**src/verilog/decodePkg.sv**
```systemverilog
package decodePkg;

    // ------------------------------
    // Field widths
    // ------------------------------
    localparam int INSTR_W = 32;             // Fixed A64 instruction word
    localparam int IMM3_W  = 3;
    localparam int IMM6_W  = 6;
    localparam int IMM12_W = 12;
    localparam int IMMSR_W = 7;              // Bitmask fields, zero-extended

    localparam logic [4:0] ZERO_REG = 5'd31; // XZR as destination

    // ------------------------------
    // Enumerations
    // ------------------------------
    typedef enum logic [4:0] {
        ALU_ADD  = 5'd0,
        ALU_ADDS = 5'd1,
        ALU_SUB  = 5'd2,
        ALU_SUBS = 5'd3,
        ALU_CMP  = 5'd7,
        ALU_AND  = 5'd9,
        ALU_ORR  = 5'd10,
        ALU_EOR  = 5'd11,
        ALU_CMN  = 5'd16,
        ALU_ANDS = 5'd17,
        ALU_MOV  = 5'd18,                    // Pass operand through
        ALU_MVN  = 5'd19
    } aluOpT;

    typedef enum logic [2:0] {
        CLS_DP_IMM,
        CLS_DP_REG,
        CLS_BRANCH,
        CLS_LDST,
        CLS_SIMD                             // Recognised only, no control
    } instrClassT;

    typedef enum logic [3:0] {
        EXT_BYTE   = 4'd0,                   // Equal to size field [31:30]
        EXT_HALF   = 4'd1,
        EXT_WORD   = 4'd2,
        EXT_DOUBLE = 4'd3,
        EXT_SWORD  = 4'd6,                   // Sign-extended word load
        EXT_IMM    = 4'd8,                   // Plain 12/16-bit immediate
        EXT_LOGIMM = 4'd10                   // Bitmask immediate
    } extendModeT;

    typedef logic [1:0] shiftModeT;          // Shift type or hw count

    // ------------------------------
    // Encoding prefixes
    // ------------------------------
    localparam logic [5:0]  OP_B     = 6'b000101;                  // [31:26]
    localparam logic [5:0]  OP_BL    = 6'b100101;                  // [31:26]
    localparam logic [7:0]  OP_BCOND = 8'b01010100;                // [31:24]
    localparam logic [21:0] OP_BR    = 22'b1101011000011111000000; // [31:10]
    localparam logic [21:0] OP_BLR   = 22'b1101011000111111000000; // [31:10]
    localparam logic [7:0]  OP_CBZ   = 8'b10110100;                // [31:24], 64-bit

    localparam logic [7:0]  OP_LDR_IMM   = 8'b11100101;            // [29:22], any size
    localparam logic [7:0]  OP_STR_IMM   = 8'b11100100;            // [29:22]
    localparam logic [8:0]  OP_LDR_REG   = 9'b111000011;           // [29:21]
    localparam logic [8:0]  OP_STR_REG   = 9'b111000001;           // [29:21]
    localparam logic [9:0]  OP_LDRSW_IMM = 10'b1011100110;         // [31:22]
    localparam logic [10:0] OP_LDRSW_REG = 11'b10111000101;        // [31:21]

    localparam logic [8:0]  OP_ADD_IMM  = 9'b100100010;            // [31:23]
    localparam logic [8:0]  OP_ADDS_IMM = 9'b101100010;
    localparam logic [8:0]  OP_SUB_IMM  = 9'b110100010;
    localparam logic [8:0]  OP_SUBS_IMM = 9'b111100010;
    localparam logic [8:0]  OP_AND_IMM  = 9'b100100100;
    localparam logic [8:0]  OP_ORR_IMM  = 9'b101100100;
    localparam logic [8:0]  OP_EOR_IMM  = 9'b110100100;
    localparam logic [8:0]  OP_ANDS_IMM = 9'b111100100;
    localparam logic [8:0]  OP_MOVN_IMM = 9'b100100101;
    localparam logic [8:0]  OP_MOVZ_IMM = 9'b110100101;

    localparam logic [10:0] DP_REG_MASK = 11'b11111111001;         // Drops shift [23:22]
    localparam logic [10:0] OP_ADD_REG  = 11'b10001011000;         // [31:21], shifted reg
    localparam logic [10:0] OP_ADDS_REG = 11'b10101011000;
    localparam logic [10:0] OP_SUB_REG  = 11'b11001011000;
    localparam logic [10:0] OP_SUBS_REG = 11'b11101011000;
    localparam logic [10:0] OP_AND_REG  = 11'b10001010000;
    localparam logic [10:0] OP_ORR_REG  = 11'b10101010000;
    localparam logic [10:0] OP_EOR_REG  = 11'b11001010000;
    localparam logic [10:0] OP_ANDS_REG = 11'b11101010000;

endpackage
```
**src/verilog/controlUnit.sv**
```systemverilog
`timescale 1ns/1ns

module controlUnit import decodePkg::*; (
    input  logic               clk,
    input  logic               rst,
    input  logic [INSTR_W-1:0] instr,
    input  logic               instrValid,
    output logic               instrReady,
    output logic               ctrlValid,
    input  logic               ctrlReady,
    output logic               reg2Loc,
    output logic               uncondBranch,
    output logic               branch,
    output logic               memRead,
    output logic               memToReg,
    output logic               memWrite,
    output logic               aluSrc,
    output logic               regWrite,
    output aluOpT              aluOp,
    output extendModeT         extendMode,
    output shiftModeT          shiftMode,
    output logic               sh,
    output logic [IMM3_W-1:0]  imm3,
    output logic [IMM6_W-1:0]  imm6,
    output logic [IMM12_W-1:0] imm12,
    output logic [IMMSR_W-1:0] immS,
    output logic [IMMSR_W-1:0] immR
);

    // ------------------------------
    // Decoder group wires
    // ------------------------------
    instrClassT instrClass;
    logic       brUncond, brCond, brRegWrite, brAluSrc;
    aluOpT      brAluOp;
    logic       memRd, memLoadWb, memWr, memReg2Loc, memRegWrite, memAluSrc;
    extendModeT memExtend;
    aluOpT      aluOpOut;
    logic       aluSrcOut, aluRegWrite, aluSh;
    extendModeT aluExtend;
    shiftModeT  aluShift;

    instrClassifier u_instrClassifier (.*);    // Picks the group
    branchDecoder   u_branchDecoder   (.*);
    memDecoder      u_memDecoder      (.memToReg(memLoadWb), .*);  // Avoids word name
    aluDecoder      u_aluDecoder      (.*);    // Both data-processing tables
    ctrlRegister    u_ctrlRegister    (.*);    // One-cycle output stage

endmodule

```
**src/verilog/ctrlRegister.sv**
```systemverilog
`timescale 1ns/1ns

module ctrlRegister import decodePkg::*; (
    input  logic               clk,
    input  logic               rst,
    input  logic [INSTR_W-1:0] instr,
    input  logic               instrValid,
    output logic               instrReady,
    input  instrClassT         instrClass,
    input  logic               brUncond, brCond, brRegWrite, brAluSrc,
    input  aluOpT              brAluOp,
    input  logic               memRd, memLoadWb, memWr, memReg2Loc,
    input  logic               memRegWrite, memAluSrc,
    input  extendModeT         memExtend,
    input  aluOpT              aluOpOut,
    input  logic               aluSrcOut, aluRegWrite, aluSh,
    input  extendModeT         aluExtend,
    input  shiftModeT          aluShift,
    output logic               reg2Loc, uncondBranch, branch, memRead,
    output logic               memToReg, memWrite, aluSrc, regWrite,
    output aluOpT              aluOp,
    output extendModeT         extendMode,
    output shiftModeT          shiftMode,
    output logic               sh,
    output logic [IMM3_W-1:0]  imm3,
    output logic [IMM6_W-1:0]  imm6,
    output logic [IMM12_W-1:0] imm12,
    output logic [IMMSR_W-1:0] immS,
    output logic [IMMSR_W-1:0] immR,
    output logic               ctrlValid,
    input  logic               ctrlReady
);

    logic load;                                 // Input transfer this cycle

    assign instrReady = !ctrlValid || ctrlReady;  // Slot empty or leaving
    assign load       = instrValid && instrReady;

    always_ff @(posedge clk or posedge rst) begin
        if (rst) begin
            ctrlValid <= 1'b0;
        end else if (load) begin
            ctrlValid <= 1'b1;
        end else if (ctrlReady) begin
            ctrlValid <= 1'b0;                  // Word taken, nothing new
        end
    end

    // ------------------------------
    // Control word register
    // ------------------------------
    always_ff @(posedge clk or posedge rst) begin
        if (rst) begin
            {reg2Loc, uncondBranch, branch, memRead, memToReg, memWrite} <= '0;
            {aluSrc, regWrite, shiftMode, sh} <= '0;
            aluOp      <= ALU_ADD;
            extendMode <= EXT_BYTE;
            {imm3, imm6, imm12, immS, immR} <= '0;
        end else if (load) begin
            {reg2Loc, uncondBranch, branch, memRead, memToReg, memWrite} <= '0;
            {aluSrc, regWrite, shiftMode, sh} <= '0;
            aluOp      <= ALU_ADD;              // Also the address add for loads/stores
            extendMode <= EXT_BYTE;
            imm3       <= instr[18:16];
            imm6       <= instr[21:16];
            imm12      <= instr[21:10];
            immS       <= IMMSR_W'(instr[15:10]);  // Zero-extended
            immR       <= IMMSR_W'(instr[21:16]);
            case (instrClass)
                CLS_BRANCH: begin
                    uncondBranch <= brUncond;
                    branch       <= brCond;
                    aluSrc       <= brAluSrc;
                    regWrite     <= brRegWrite;
                    aluOp        <= brAluOp;
                end
                CLS_LDST: begin
                    reg2Loc    <= memReg2Loc;
                    memRead    <= memRd;
                    memToReg   <= memLoadWb;
                    memWrite   <= memWr;
                    aluSrc     <= memAluSrc;
                    regWrite   <= memRegWrite;
                    extendMode <= memExtend;
                end
                CLS_DP_IMM, CLS_DP_REG: begin
                    aluOp      <= aluOpOut;
                    aluSrc     <= aluSrcOut;
                    regWrite   <= aluRegWrite;
                    sh         <= aluSh;
                    extendMode <= aluExtend;
                    shiftMode  <= aluShift;
                end
                default: begin
                    {imm3, imm6, imm12, immS, immR} <= '0;  // SIMD/FP, empty word
                end
            endcase
        end
    end

endmodule

```
**src/verilog/aluDecoder.sv**
```systemverilog
`timescale 1ns/1ns

module aluDecoder import decodePkg::*; (
    input  logic [INSTR_W-1:0] instr,
    output aluOpT              aluOpOut,
    output logic               aluSrcOut,
    output logic               aluRegWrite,
    output logic               aluSh,
    output extendModeT         aluExtend,
    output shiftModeT          aluShift
);

    logic [8:0]  immOp;                         // Immediate table key [31:23]
    logic [10:0] regOp;                         // Register table key [31:21]
    logic        rdZero;
    logic        flagOnly;                      // CMP/CMN, result dropped
    logic        immAddSub, immLogic, immMove;
    logic        regAddSub, regLogic;
    aluOpT       addSubOp, logicOp;

    assign immOp    = instr[31:23];
    assign regOp    = instr[31:21] & DP_REG_MASK;
    assign rdZero   = (instr[4:0] == ZERO_REG);
    assign flagOnly = instr[29] && rdZero;      // S set with XZR destination

    assign immAddSub = immOp inside {OP_ADD_IMM, OP_ADDS_IMM, OP_SUB_IMM, OP_SUBS_IMM};
    assign immLogic  = immOp inside {OP_AND_IMM, OP_ORR_IMM, OP_EOR_IMM, OP_ANDS_IMM};
    assign immMove   = immOp inside {OP_MOVZ_IMM, OP_MOVN_IMM};
    assign regAddSub = regOp inside {OP_ADD_REG, OP_ADDS_REG, OP_SUB_REG, OP_SUBS_REG};
    assign regLogic  = regOp inside {OP_AND_REG, OP_ORR_REG, OP_EOR_REG, OP_ANDS_REG};

    // ------------------------------
    // Opcode from op/S bits [30:29]
    // ------------------------------
    always_comb begin
        if (flagOnly) begin
            addSubOp = instr[30] ? ALU_CMP : ALU_CMN;  // Checked ahead of SUBS/ADDS
        end else begin
            case (instr[30:29])
                2'b00:   addSubOp = ALU_ADD;
                2'b01:   addSubOp = ALU_ADDS;
                2'b10:   addSubOp = ALU_SUB;
                default: addSubOp = ALU_SUBS;
            endcase
        end
        case (instr[30:29])                     // Same opc field in both tables
            2'b00:   logicOp = ALU_AND;
            2'b01:   logicOp = ALU_ORR;
            2'b10:   logicOp = ALU_EOR;
            default: logicOp = ALU_ANDS;
        endcase
    end

    always_comb begin
        aluOpOut    = ALU_ADD;
        aluSrcOut   = 1'b0;
        aluRegWrite = 1'b0;
        aluSh       = 1'b0;
        aluExtend   = EXT_BYTE;
        aluShift    = '0;
        if (immAddSub) begin
            aluOpOut    = addSubOp;
            aluSrcOut   = 1'b1;
            aluRegWrite = !flagOnly;
            aluSh       = instr[22];            // imm12 LSL 12
            aluExtend   = EXT_IMM;
        end else if (immLogic) begin
            aluOpOut    = logicOp;
            aluSrcOut   = 1'b1;
            aluRegWrite = 1'b1;
            aluExtend   = EXT_LOGIMM;           // N:immr:imms bitmask
        end else if (immMove) begin
            aluOpOut    = (immOp == OP_MOVZ_IMM) ? ALU_MOV : ALU_MVN;
            aluSrcOut   = 1'b1;
            aluRegWrite = 1'b1;
            aluExtend   = EXT_IMM;
            aluShift    = instr[22:21];         // hw, 16-bit steps
        end else if (regAddSub) begin
            aluOpOut    = addSubOp;
            aluRegWrite = !flagOnly;
            aluExtend   = EXT_DOUBLE;           // Full 64-bit operand
            aluShift    = instr[23:22];
        end else if (regLogic) begin
            aluOpOut    = logicOp;
            aluRegWrite = 1'b1;
            aluShift    = instr[23:22];
        end
    end

endmodule

```
**src/verilog/memDecoder.sv**
```systemverilog
`timescale 1ns/1ns

module memDecoder import decodePkg::*; (
    input  logic [INSTR_W-1:0] instr,
    output logic               memRd,
    output logic               memToReg,
    output logic               memWr,
    output logic               memReg2Loc,
    output logic               memRegWrite,
    output logic               memAluSrc,
    output extendModeT         memExtend
);

    logic ldImm, stImm, ldReg, stReg;           // Size-agnostic forms
    logic ldswImm, ldswReg;                     // Signed word loads
    logic isLoad, isStore;

    // Size bits [31:30] left out so one prefix covers byte to doubleword
    assign ldImm   = (instr[29:22] == OP_LDR_IMM);
    assign stImm   = (instr[29:22] == OP_STR_IMM);
    assign ldReg   = (instr[29:21] == OP_LDR_REG);
    assign stReg   = (instr[29:21] == OP_STR_REG);
    assign ldswImm = (instr[31:22] == OP_LDRSW_IMM);
    assign ldswReg = (instr[31:21] == OP_LDRSW_REG);

    assign isLoad  = ldImm || ldReg || ldswImm || ldswReg;
    assign isStore = stImm || stReg;

    assign memRd       = isLoad;
    assign memToReg    = isLoad;                // Write-back from memory
    assign memRegWrite = isLoad;
    assign memWr       = isStore;
    assign memReg2Loc  = isStore;               // Rt read as store data
    assign memAluSrc   = ldImm || stImm || ldswImm;  // Scaled imm12 offset

    // ------------------------------
    // Access size
    // ------------------------------
    always_comb begin
        if (ldswImm || ldswReg) begin
            memExtend = EXT_SWORD;
        end else if (ldImm || stImm) begin
            memExtend = extendModeT'({2'b00, instr[31:30]});  // Size field as is
        end else begin
            memExtend = EXT_BYTE;               // Register forms, no scaling
        end
    end

endmodule

```
**src/verilog/branchDecoder.sv**
```systemverilog
`timescale 1ns/1ns

module branchDecoder import decodePkg::*; (
    input  logic [INSTR_W-1:0] instr,
    output logic               brUncond,
    output logic               brCond,
    output logic               brRegWrite,
    output logic               brAluSrc,
    output aluOpT              brAluOp
);

    always_comb begin
        brUncond   = 1'b0;
        brCond     = 1'b0;
        brRegWrite = 1'b0;
        brAluSrc   = 1'b0;                      // Branch operands are registers
        brAluOp    = ALU_ADD;
        if (instr[31:26] == OP_B) begin
            brUncond = 1'b1;                    // PC-relative, imm26
        end else if (instr[31:26] == OP_BL) begin
            brUncond   = 1'b1;
            brRegWrite = 1'b1;                  // Link into X30
        end else if (instr[31:24] == OP_BCOND) begin
            brCond = 1'b1;                      // Flags tested downstream
        end else if (instr[31:10] == OP_BR) begin
            brCond  = 1'b1;
            brAluOp = ALU_MOV;                  // Rn passed as target
        end else if (instr[31:10] == OP_BLR) begin
            brCond     = 1'b1;
            brRegWrite = 1'b1;
            brAluOp    = ALU_MOV;
        end else if (instr[31:24] == OP_CBZ) begin
            brCond  = 1'b1;
            brAluOp = ALU_CMP;                  // Compare Rt against zero
        end
    end

endmodule

```
**src/verilog/instrClassifier.sv**
```systemverilog
`timescale 1ns/1ns

module instrClassifier import decodePkg::*; (
    input  logic [INSTR_W-1:0] instr,
    output instrClassT         instrClass
);

    logic [3:0] majorOp;                        // Top-level op0 group
    logic       sfBit;                          // Operand size, 64-bit when set

    assign majorOp = instr[28:25];
    assign sfBit   = instr[31];

    // ------------------------------
    // Major group sort
    // ------------------------------
    always_comb begin
        casez (majorOp)
            4'b100?: instrClass = CLS_DP_IMM;   // Add/sub, logical, move wide
            4'b101?: instrClass = CLS_BRANCH;   // Branch, CBZ, system space
            4'b?1?0: instrClass = CLS_LDST;     // All load/store forms
            4'b?101: instrClass = CLS_DP_REG;   // Shifted and extended register
            4'b?111: instrClass = CLS_SIMD;     // Scalar FP and SIMD
            default: begin
                // Unallocated space, size bit picks a data-processing group
                if (sfBit) begin
                    instrClass = CLS_DP_REG;
                end else begin
                    instrClass = CLS_DP_IMM;
                end
            end
        endcase
    end

endmodule

```
**config.mk**
```make
export PLATFORM = sky130hd
export DESIGN_NAME = controlUnit
export DESIGN_NICKNAME = d
export VERILOG_FILES = /design/src/verilog/decodePkg.sv /design/src/verilog/controlUnit.sv /design/src/verilog/ctrlRegister.sv /design/src/verilog/aluDecoder.sv /design/src/verilog/memDecoder.sv /design/src/verilog/branchDecoder.sv /design/src/verilog/instrClassifier.sv
export SDC_FILE = /design/constraint.sdc
export NUM_CORES = 1
export LEC_CHECK = 0
export ABC_AREA = 0
export BUFFER_PORTS_ARGS = -buffer_cell sky130_fd_sc_hd__buf_4
export CORE_AREA = 2 2 75 77
export CTS_CLUSTER_DIAMETER = 60
export DETAILED_ROUTE_END_ITERATION = 10
export DIE_AREA = 0 0 77 79
export PLACE_DENSITY = 0.79
export SKIP_CTS_REPAIR_TIMING = 1
export SLEW_MARGIN = 20
export SYNTH_ARGS = -nofsm -noshare
export SYNTH_HDL_FRONTEND = slang
export SYNTH_HIERARCHICAL = 1
export SYNTH_SLANG_ARGS = --single-unit
```
**constraint.sdc**
```tcl
create_clock -name clk -period 1.96 [get_ports clk]
set_input_delay 0.392 -clock clk [delete_from_list [all_inputs] [get_ports clk]]
set_output_delay 0.392 -clock clk [all_outputs]
set_load 0.01 [all_outputs]
```
==> results.toml, run 1 <==
[outcome]
result_of_the_run = "completed"

[global_route]
global_route_wire_length_before_repair_microns = 10300
globalRoute.totalOverflow = 0
grt_max_degree = 34
grt_use_total_pct = 21.1
grt_pass1_vias = 2160
antenna_found_initial = 0
global_route.usage.met1_pct = 27.2
global_route.usage.met3_pct = 4.20
globalRouteMet2Util_pct = 36.1
grt_most_used_layer = "met2"

[hold_path]
hold_path.class = "in2async"

[clock_network]
cts_sinks = 33
cts_max_level = 2
clock_latency_ps = 280
tritoncts = "built"
clk_transition_reported_paths_ps = 80
clock_tree.buffer_depth = 2
cts_buffers = 5
cts.root.buffer_cell = "sky130_fd_sc_hd__clkbuf_8"

[floorplan]
fp.dieH_microns = 79
floorplan.initialDensity_pct = 47.8
pin_count = 93
die_width_microns = 77
fp.dieArea_sq_um = 6080
std_cell_rows = 27
core_area_sq_um = 5340

[synthesis]
syn-instance-count = 255
yosys_warnings = 6
async_flop_share_pct = 100
synth_edf_count = 0
ys.flop_type = "sky130_fd_sc_hd__dfrtp_1"
synthDominantAreaCellType = "sky130_fd_sc_hd__dfrtp_1"
synthMostInstantiatedCell = "sky130_fd_sc_hd__dfrtp_1"
post_synth.cell_area_avg_sq_um = 10.0
synth_sequential_area_ratio_pct = 32.4
ys_top_cells_by_area = "sky130_fd_sc_hd__dfrtp_1, sky130_fd_sc_hd__buf_4, sky130_fd_sc_hd__mux2_4"
synthDominantCellAreaShare_pct = 32.4
synthDistinctLibCells = 60
synth_seq_cells = 33
synth_common_cells = "sky130_fd_sc_hd__dfrtp_1, sky130_fd_sc_hd__buf_4, sky130_fd_sc_hd__nor2_1"
netlist_area_sq_um = 2550

[setup_path]
crit_path_start_kind = "input port"
worst_setup_path_endpoint = "u_ctrlRegister/aluOp[1]$_DFFE_PP0P_"
crit_type = "in2reg"
regToRegEndpoint = "u_ctrlRegister/aluOp[4]$_DFFE_PP0P_"
r2r_setup_slk_ps = 420
worst-r2r-cell-count = 3
reg2reg_from = "u_ctrlRegister/ctrlValid$_DFFE_PP0P_"
cp-end-kind = "register"
worstPathArrival_ps = 2070
critPathLaunch = "instr[29]"
worstPathRequired_ps = 2140
worstPathMaxFanout = 5

[routing]
route.detailed.vias_per_inst = 5.68
drt_pre_antenna_iters = 4
route.detailed.drc = 0
detail_route.iter0.violations = 184
detail_route.wirelength_microns = 6430
postRouteAntennaNets = 0
avgRoutedWirePerCell_microns = 15.7
routed-via-count = 2330

[final_layout]
layout.cells.non_filler = 410
final_layout_size_suffix_gt1_share_pct = 47.9
multi_input_area_sq_um = 1450
antennaDiodeCount = 0
final_core_utilization_pct = 63.3
layout.nets = 378
seq_area_sq_um = 826
final.fill_count = 460
area_growth_syn_to_layout_pct = 32.5

[pwr]
power_switching_share_pct = 28.3
p_clk_share_pct = 31.8
switching_power_mw = 0.587
combPwrFrac_pct = 30.3
vdd_ir_drop_max_v = 0.000318
cellLeakagePower_nw = 1.63
power_report.internal_total_mw = 1.49
sequentialPowerShare_pct = 37.9
power_per_cell_area_nw_per_um2 = 615

[timing]
final_max_slew_viol_count = 0
unrepaired_setup_endpoints_after_global_routing = "no"
post-route-period-util_pct = 96.6
timing.clock.skew_ps = 11.3
tightest_slew_ps = 508
fmaxAchievable_mhz = 528
finalSetupViolations = 0
maxSlewHeadroom_pct = 66.1
fin_tns_setup_ps = 0
layout_min_cycle_time_ps = 1890
final_hold_viol_count = 0

[flow_run]
maxCapViolations = 0

[place]
numPortBuffers = 85
place.detailed.hpwl_microns = 4900
gpl.final_weighted_congestion = 0.867
numPlacedInstances = 402
[flip-flops by register name, indices dropped and copies added, names as in the netlist, 2 cells and up]
name,flops
u_ctrlRegister/shiftMode,2
u_ctrlRegister/extendMode,4
u_ctrlRegister/aluOp,5
u_ctrlRegister/imm12,10
u_ctrlRegister/imm3,2
[layout make-up]
cell class	instances	area share (%)
Clock buffer	7	2.55
Inverter	8	0.889
Multi-Input combinational cell	173	42.8
Sequential cell	33	24.4
Clock inverter	1	0.889
Timing Repair Buffer	116	25.8
Tap cell	72	2.67
[layout by cell type (no fill, tap or decap), types with 6 or more instances in the layout]
cell type / netlist / final
sky130_fd_sc_hd__a221o_1: 9 / 9
sky130_fd_sc_hd__a22o_1: 8 / 8
sky130_fd_sc_hd__and4_1: 10 / 10
sky130_fd_sc_hd__buf_4: 32 / 116
sky130_fd_sc_hd__clkbuf_8: 0 / 6
sky130_fd_sc_hd__conb_1: 4 / 6
sky130_fd_sc_hd__dfrtp_1: 33 / 33
sky130_fd_sc_hd__inv_1: 8 / 7
sky130_fd_sc_hd__mux2_2: 7 / 7
sky130_fd_sc_hd__mux2_4: 7 / 7
sky130_fd_sc_hd__nand2_1: 10 / 10
sky130_fd_sc_hd__nor2_1: 17 / 15
sky130_fd_sc_hd__nor2b_1: 13 / 13
[logic make-up (layout without fill, tap and decap cells)]
kind of cell    count (synthesis)  after routing  synth area share [%]
simple gates                   98             98                  27.3
other cells                     4              6                 0.588
compound gates                 47             47                  15.4
flops                          33             33                  32.4
mux                            17             17                  8.39
buf+inv                        51            132                  13.5
fa+ha+maj                       5              5                  2.45
[power groups by stage]
stage          Clock (mW)  Sequential [mW]  Combinational (mW)
5_1_grt             0.713            0.796               0.674
4_1_cts             0.678            0.788               0.623
2_1_floorplan           0            0.815               0.362
3_5_place_dp            0            0.801               0.622
3_3_place_gp            0            0.796               0.611
6_report            0.661            0.787               0.630
[per-stage QoR]
step	power, mW	hold WS, ps	area [sq um]	setup slack [ps]
floorplan	1.18	521	2580	0.0187
global placement	1.41	494	3230	-195
detailed placement	1.42	499	3230	-239
CTS	2.09	207	3340	65.9
global route	2.18	230	3380	9.07
finish	2.08	196	3380	66.9
[per-layer routing]
metal | routed length, microns | vias to the layer above
li1 | - | 1063
met1 | 2760 | 1127
met2 | 3020 | 126
met3 | 502 | 14
met4 | 136 | 0
met5 | 0 | -
[how the worst min path moves through the flow]
stage                                          endpoint  cells past startpoint  slack [ps]
3_5_place_dp        u_ctrlRegister/regWrite$_DFFE_PP0P_                      1         500
3_3_place_gp        u_ctrlRegister/regWrite$_DFFE_PP0P_                      1         490
6_report       u_ctrlRegister/extendMode[3]$_DFFE_PP0P_                      3         200
5_1_grt            u_ctrlRegister/ctrlValid$_DFFE_PP0P_                      3         230
4_1_cts               u_ctrlRegister/branch$_DFFE_PP0P_                      3         210
2_1_floorplan       u_ctrlRegister/aluOp[0]$_DFFE_PP0P_                      1         520
[critical path, stage by stage]
cell and delay (ps):
sky130_fd_sc_hd__buf_4 120, sky130_fd_sc_hd__inv_1 90, sky130_fd_sc_hd__ha_4 190, sky130_fd_sc_hd__nor4_4 330, sky130_fd_sc_hd__nor2_2 120, sky130_fd_sc_hd__a41o_1 190, sky130_fd_sc_hd__a22o_1 200, sky130_fd_sc_hd__and4_1 180
sky130_fd_sc_hd__a221o_1 250
(Power assumes the default switching activity.)
==> inputs of run 2 (changes only) <==
Settings changed: BUFFER_PORTS_ARGS -buffer_cell sky130_fd_sc_hd__buf_4 to default, DONT_BUFFER_PORTS from default to 1, PLACE_DENSITY 0.79 to 0.72.
==> run 2 against run 1 <==
Net effect: clock skew fell by 4.8 ps; worst hold slack got worse by 120 ps; combinational power shrank 60%; final cell count is 26% lower; critical endpoint unchanged; global-route usage down 1.4 points; critical path type unchanged; largest cell class unchanged; clock power fell by 16%; critical path depth is 1 lower; worst setup slack better by 99 ps.
==> results.toml, run 2 (synthesis results as in run 1) <==
[clock_network]
clk_transition_reported_paths_ps = 70
cts_max_level = 2
clock_latency_ps = 290
cts_buffers = 5
tritoncts = "built"
cts.root.buffer_cell = "sky130_fd_sc_hd__clkbuf_8"
clock_tree.buffer_depth = 2
cts_sinks = 33

[flow_run]
maxCapViolations = 0

[final_layout]
multi_input_area_sq_um = 1410
final_layout_size_suffix_gt1_share_pct = 23.2
largest_register_ffs = 10
final_common_cell = "sky130_fd_sc_hd__dfrtp_1"
reg.largest.list = "u_ctrlRegister/imm12 x10, u_ctrlRegister/aluOp x5, u_ctrlRegister/extendMode x4"
final.fill_count = 531
regMostFlops = "u_ctrlRegister/imm12"
layout_common_cells = "sky130_fd_sc_hd__dfrtp_1, sky130_fd_sc_hd__nor2_1, sky130_fd_sc_hd__nor2b_1"
final_core_utilization_pct = 47.6
layout.nets = 273
seq_area_sq_um = 826
area_growth_syn_to_layout_pct = -0.392
layout.cell_area.non_filler_sq_um = 2540
layout.cells.non_filler = 305
antennaDiodeCount = 0

[global_route]
grt_most_used_layer = "met2"
grt_use_total_pct = 19.7
global_route_wire_length_before_repair_microns = 9360
global_route.usage.met3_pct = 5.91
grt_pass1_vias = 1788
globalRoute.totalOverflow = 0
grt_max_degree = 34
antenna_found_initial = 0
globalRouteMet2Util_pct = 34.4
global_route.usage.met1_pct = 22.9

[timing]
layout_min_cycle_time_ps = 1790
final_max_slew_viol_count = 0
unrepaired_setup_endpoints_after_global_routing = "no"
fin_tns_setup_ps = 0
tightest_slew_ps = 585
finalWorstSetupSlack_ps = 166
maxSlewHeadroom_pct = 60.9
finalSetupViolations = 0
hold-worst-slack_ps = 80.3
timing.clock.skew_ps = 6.47
final_hold_viol_count = 0
fmaxAchievable_mhz = 558
post-route-period-util_pct = 91.5

[floorplan]
pin_count = 93
die_width_microns = 77
std_cell_rows = 27
core_area_sq_um = 5340
floorplan.initialDensity_pct = 47.8
fp.dieArea_sq_um = 6080
fp.dieH_microns = 79

[hold_path]
hold_path.class = "in2async"

[routing]
route.detailed.drc = 0
postRouteAntennaNets = 0
detail_route.wirelength_microns = 5750
route.detailed.vias_per_inst = 5.89
drt_pre_antenna_iters = 4
avgRoutedWirePerCell_microns = 18.9
detail_route.iter0.violations = 69
routed-via-count = 1795

[place]
place.detailed.hpwl_microns = 4320
numPortBuffers = 0
pre_cts_ws_ps = -86.5
gpl.final_weighted_congestion = 0.886
postPlaceCellArea_sq_um = 2440
numPlacedInstances = 297

[setup_path]
crit_path_start_kind = "input port"
cp-end-kind = "register"
worstPathRequired_ps = 2130
worst_path_max_delay_cell = "sky130_fd_sc_hd__nor3_1"
worstPathArrival_ps = 1970
cp_top_family = "compound AO/OA/AOI/OAI gates"
worstPathMaxFanout = 10
crit_buf_inv = 1
cp_slowest_stage_delay_ps = 370
crit_type = "in2reg"
path_cells = "inv_1 > ha_2 > nor4_4 > nor3_1 > o21ai_1 > a22o_1 > and4_1 > a221o_1"

[pwr]
cellLeakagePower_nw = 1.11
power_per_cell_area_nw_per_um2 = 655
vdd_ir_drop_max_v = 0.000291
finalPower_mw = 1.66

[outcome]
result_of_the_run = "completed"
## run 2: area by class of cell
class	instances	share of cell area, %
clock buffer	7	3.79
multi-input combinational	173	55.5
timing repair buffer	11	3.25
tap	72	3.55
inverter	8	1.18
clock inverter	1	0.197
sequential	33	32.5
## run 2: worst reg2reg max path, cell delays in order (launching register included)
cell and delay [ps]:
sky130_fd_sc_hd__dfrtp_1 450, sky130_fd_sc_hd__nand2b_4 210, sky130_fd_sc_hd__nand2_1 360, sky130_fd_sc_hd__a221o_1 460
## run 2: routing by layer
layer / part of all wire (%) / up-vias
met5: 0 / -
met4: 1.3 / 0
met3: 6.5 / 5
li1: - / 853
met2: 50 / 51
met1: 42 / 886
## run 2: report_power, final
| group | total, mW | switching (mW) | internal, mW | leakage (nW) |
|---|---|---|---|---|
| logic | 0.255 | 0.122 | 0.133 | 0.627 |
| registers | 0.855 | 0.120 | 0.735 | 0.430 |
| clock network | 0.555 | 0.238 | 0.317 | 0.0542 |
| total | 1.66 | 0.480 | 1.18 | 1.11 |
## run 2: final timing paths
| kind | from | to | slack, ps | depth (start not counted) |
|---|---|---|---|---|
| worst min-delay path | rst | u_ctrlRegister/imm3[0]$_DFFE_PP0P_ | 80 | 2 |
| worst min register to register | u_ctrlRegister/reg2Loc$_DFFE_PP0P_ | u_ctrlRegister/reg2Loc$_DFFE_PP0P_ | 580 | 1 |
| min in group clk | instrValid | u_ctrlRegister/ctrlValid$_DFFE_PP0P_ | 230 | 1 |
| worst max-delay path | instr[29] | u_ctrlRegister/aluOp[1]$_DFFE_PP0P_ | 170 | 8 |
| max in group asynchronous | rst | u_ctrlRegister/extendMode[2]$_DFFE_PP0P_ | 1580 | 2 |
| worst max register to register | u_ctrlRegister/ctrlValid$_DFFE_PP0P_ | u_ctrlRegister/extendMode[2]$_DFFE_PP0P_ | 370 | 3 |
==> inputs of run 3 (changes only) <==
Settings changed: CORE_AREA 2 2 75 77 to 4 4 77 79, DIE_AREA 0 0 77 79 to 0 0 81 83, SLEW_MARGIN 20 to 10.
==> run 3 against run 2 <==
Net effect: clock skew is 2.9 ps lower; die area rose by 11%; sequential share of layout area grew 0.29 points; final cell count fell by 0.66%; sequential power about the same; critical path type unchanged; largest power group unchanged.
==> results.toml, run 3 (synthesis results as in run 1) <==
[setup_path]
worstPathRequired_ps = 2120
worst_setup_path_endpoint = "u_ctrlRegister/aluOp[1]$_DFFE_PP0P_"
worst_path_max_delay_cell = "sky130_fd_sc_hd__nor4_4"
regToRegEndpoint = "u_ctrlRegister/aluOp[4]$_DFFE_PP0P_"
worstPathMaxFanout = 10
cp_slowest_stage_delay_ps = 380
worst-r2r-cell-count = 3
critPathLaunch = "instr[29]"
crit_buf_inv = 0
crit_type = "in2reg"
cp_top_family = "simple AND/OR/NAND/NOR gates"
worst-path-stages = 7
cp-end-kind = "register"
reg2reg_from = "u_ctrlRegister/ctrlValid$_DFFE_PP0P_"
crit_path_start_kind = "input port"
path_cells = "ha_1 > nor4_4 > nor2_2 > a41o_1 > a22o_1 > and4_1 > a221o_1"
r2r_setup_slk_ps = 360
worstPathArrival_ps = 1940

[clock_network]
cts_buffers = 5
cts_max_level = 2
tritoncts = "built"
clock_latency_ps = 280
cts.root.buffer_cell = "sky130_fd_sc_hd__clkbuf_8"
cts_sinks = 33
clk_transition_reported_paths_ps = 70
clock_tree.buffer_depth = 2

[outcome]
result_of_the_run = "completed"

[global_route]
grt_pass1_vias = 1841
grt_max_degree = 34
globalRoute.totalOverflow = 0
antenna_found_initial = 0
grt_use_total_pct = 18.4
global_route_wire_length_before_repair_microns = 9700

[final_layout]
seq_area_sq_um = 826
regMostFlops = "u_ctrlRegister/imm12"
final.fill_count = 523
layout.nets = 272
multi_input_area_sq_um = 1410
final_layout_size_suffix_gt1_share_pct = 22.1
reg.largest.list = "u_ctrlRegister/imm12 x10, u_ctrlRegister/aluOp x5, u_ctrlRegister/extendMode x4"
antennaDiodeCount = 0
layout_common_cells = "sky130_fd_sc_hd__dfrtp_1, sky130_fd_sc_hd__nor2_1, sky130_fd_sc_hd__nor2b_1"
area_growth_syn_to_layout_pct = -1.27
final_common_cell = "sky130_fd_sc_hd__dfrtp_1"
largest_register_ffs = 10

[pwr]
combPwrFrac_pct = 15.7
power_report.internal_total_mw = 1.14
p_clk_share_pct = 31.3
power_per_cell_area_nw_per_um2 = 643
power_switching_share_pct = 29.3
cellLeakagePower_nw = 1.10
switching_power_mw = 0.474
sequentialPowerShare_pct = 53.0
vdd_ir_drop_max_v = 0.000289

[routing]
wl_met1_microns = 2450
drt_pre_antenna_iters = 4
postRouteAntennaNets = 0
detail_route.iter0.violations = 91
route.detailed.vias_per_inst = 5.97
route.detailed.drc = 0
top_signal_layer_used = "met4"
routed-wl-met2_microns = 2870
met3_length_microns = 516
detail_route.wirelength_microns = 5950
routed-via-count = 1809
avgRoutedWirePerCell_microns = 19.6

[timing]
tightest_slew_ps = 563
finalWorstSetupSlack_ps = 185
final_hold_viol_count = 0
final_max_slew_viol_count = 0
timing.clock.skew_ps = 3.57
fin_tns_setup_ps = 0
fmaxAchievable_mhz = 563
maxSlewHeadroom_pct = 62.4
layout_min_cycle_time_ps = 1780
post-route-period-util_pct = 90.6
unrepaired_setup_endpoints_after_global_routing = "no"
finalSetupViolations = 0

[place]
numPortBuffers = 0
place.detailed.hpwl_microns = 4430
pre_cts_ws_ps = -99.6
gpl.final_weighted_congestion = 0.834

[floorplan]
die_width_microns = 81
pin_count = 93
fp.dieH_microns = 83
fp.dieArea_sq_um = 6720
floorplan.initialDensity_pct = 47.8
std_cell_rows = 27
core_area_sq_um = 5340

[flow_run]
maxCapViolations = 0

[hold_path]
hold_path.class = "in2async"
## run 3: cell types whose count changed in the layout (fill, tap and decap cells not counted)
cell / previous run / this run
sky130_fd_sc_hd__clkbuf_8: 7 / 6
sky130_fd_sc_hd__clkbuf_1: 0 / 1
sky130_fd_sc_hd__clkinv_2: 1 / 0
sky130_fd_sc_hd__buf_4: 11 / 10
## run 3: final cells by class
| cell class | count | area share (%) |
|---|---|---|
| Multi-Input combinational cell | 173 | 56.0 |
| Sequential cell | 33 | 32.8 |
| Tap cell | 72 | 3.58 |
| Clock buffer | 7 | 3.43 |
| Timing Repair Buffer | 10 | 2.98 |
| Inverter | 8 | 1.19 |
## run 3: worst min path at each step
| stage | from | to |
|---|---|---|
| 2_1_floorplan | rst | u_ctrlRegister/aluOp[0]$_DFFE_PP0P_ |
| 3_3_place_gp | rst | u_ctrlRegister/imm12[1]$_DFFE_PP0P_ |
| 3_5_place_dp | rst | u_ctrlRegister/imm12[1]$_DFFE_PP0P_ |
| 4_1_cts | rst | u_ctrlRegister/aluOp[1]$_DFFE_PP0P_ |
| 5_1_grt | rst | u_ctrlRegister/imm3[0]$_DFFE_PP0P_ |
| 6_report | rst | u_ctrlRegister/imm12[1]$_DFFE_PP0P_ |
## run 3: power groups by stage
stage	clock network (mW)	registers, mW	logic (mW)
6_report	0.507	0.858	0.254
5_1_grt	0.553	0.872	0.278
4_1_cts	0.535	0.861	0.254
3_5_place_dp	0	0.874	0.253
3_3_place_gp	0	0.870	0.245
2_1_floorplan	0	0.815	0.362
## run 3: through the flow
stage | total power [mW] | hold WS, ps | instance area (sq um) | std cells | utilization, %
global route | 1.70 | 120 | 2520 | 303 | 47.2
global placement | 1.12 | 396 | 2430 | 296 | 45.6
CTS | 1.65 | 101 | 2520 | 303 | 47.2
floorplan | 1.18 | 521 | 2580 | 257 | -
finish | 1.62 | 95.9 | 2520 | 303 | 47.2
detailed placement | 1.13 | 407 | 2430 | 296 | 45.6
## run 3: per-layer routing
metal / track usage (%) / vias to the layer above
li1: - / 855
met1: 22.9 / 875
met2: 29.2 / 71
met3: 5.75 / 8
met4: 7.37 / 0
met5: 0 / -
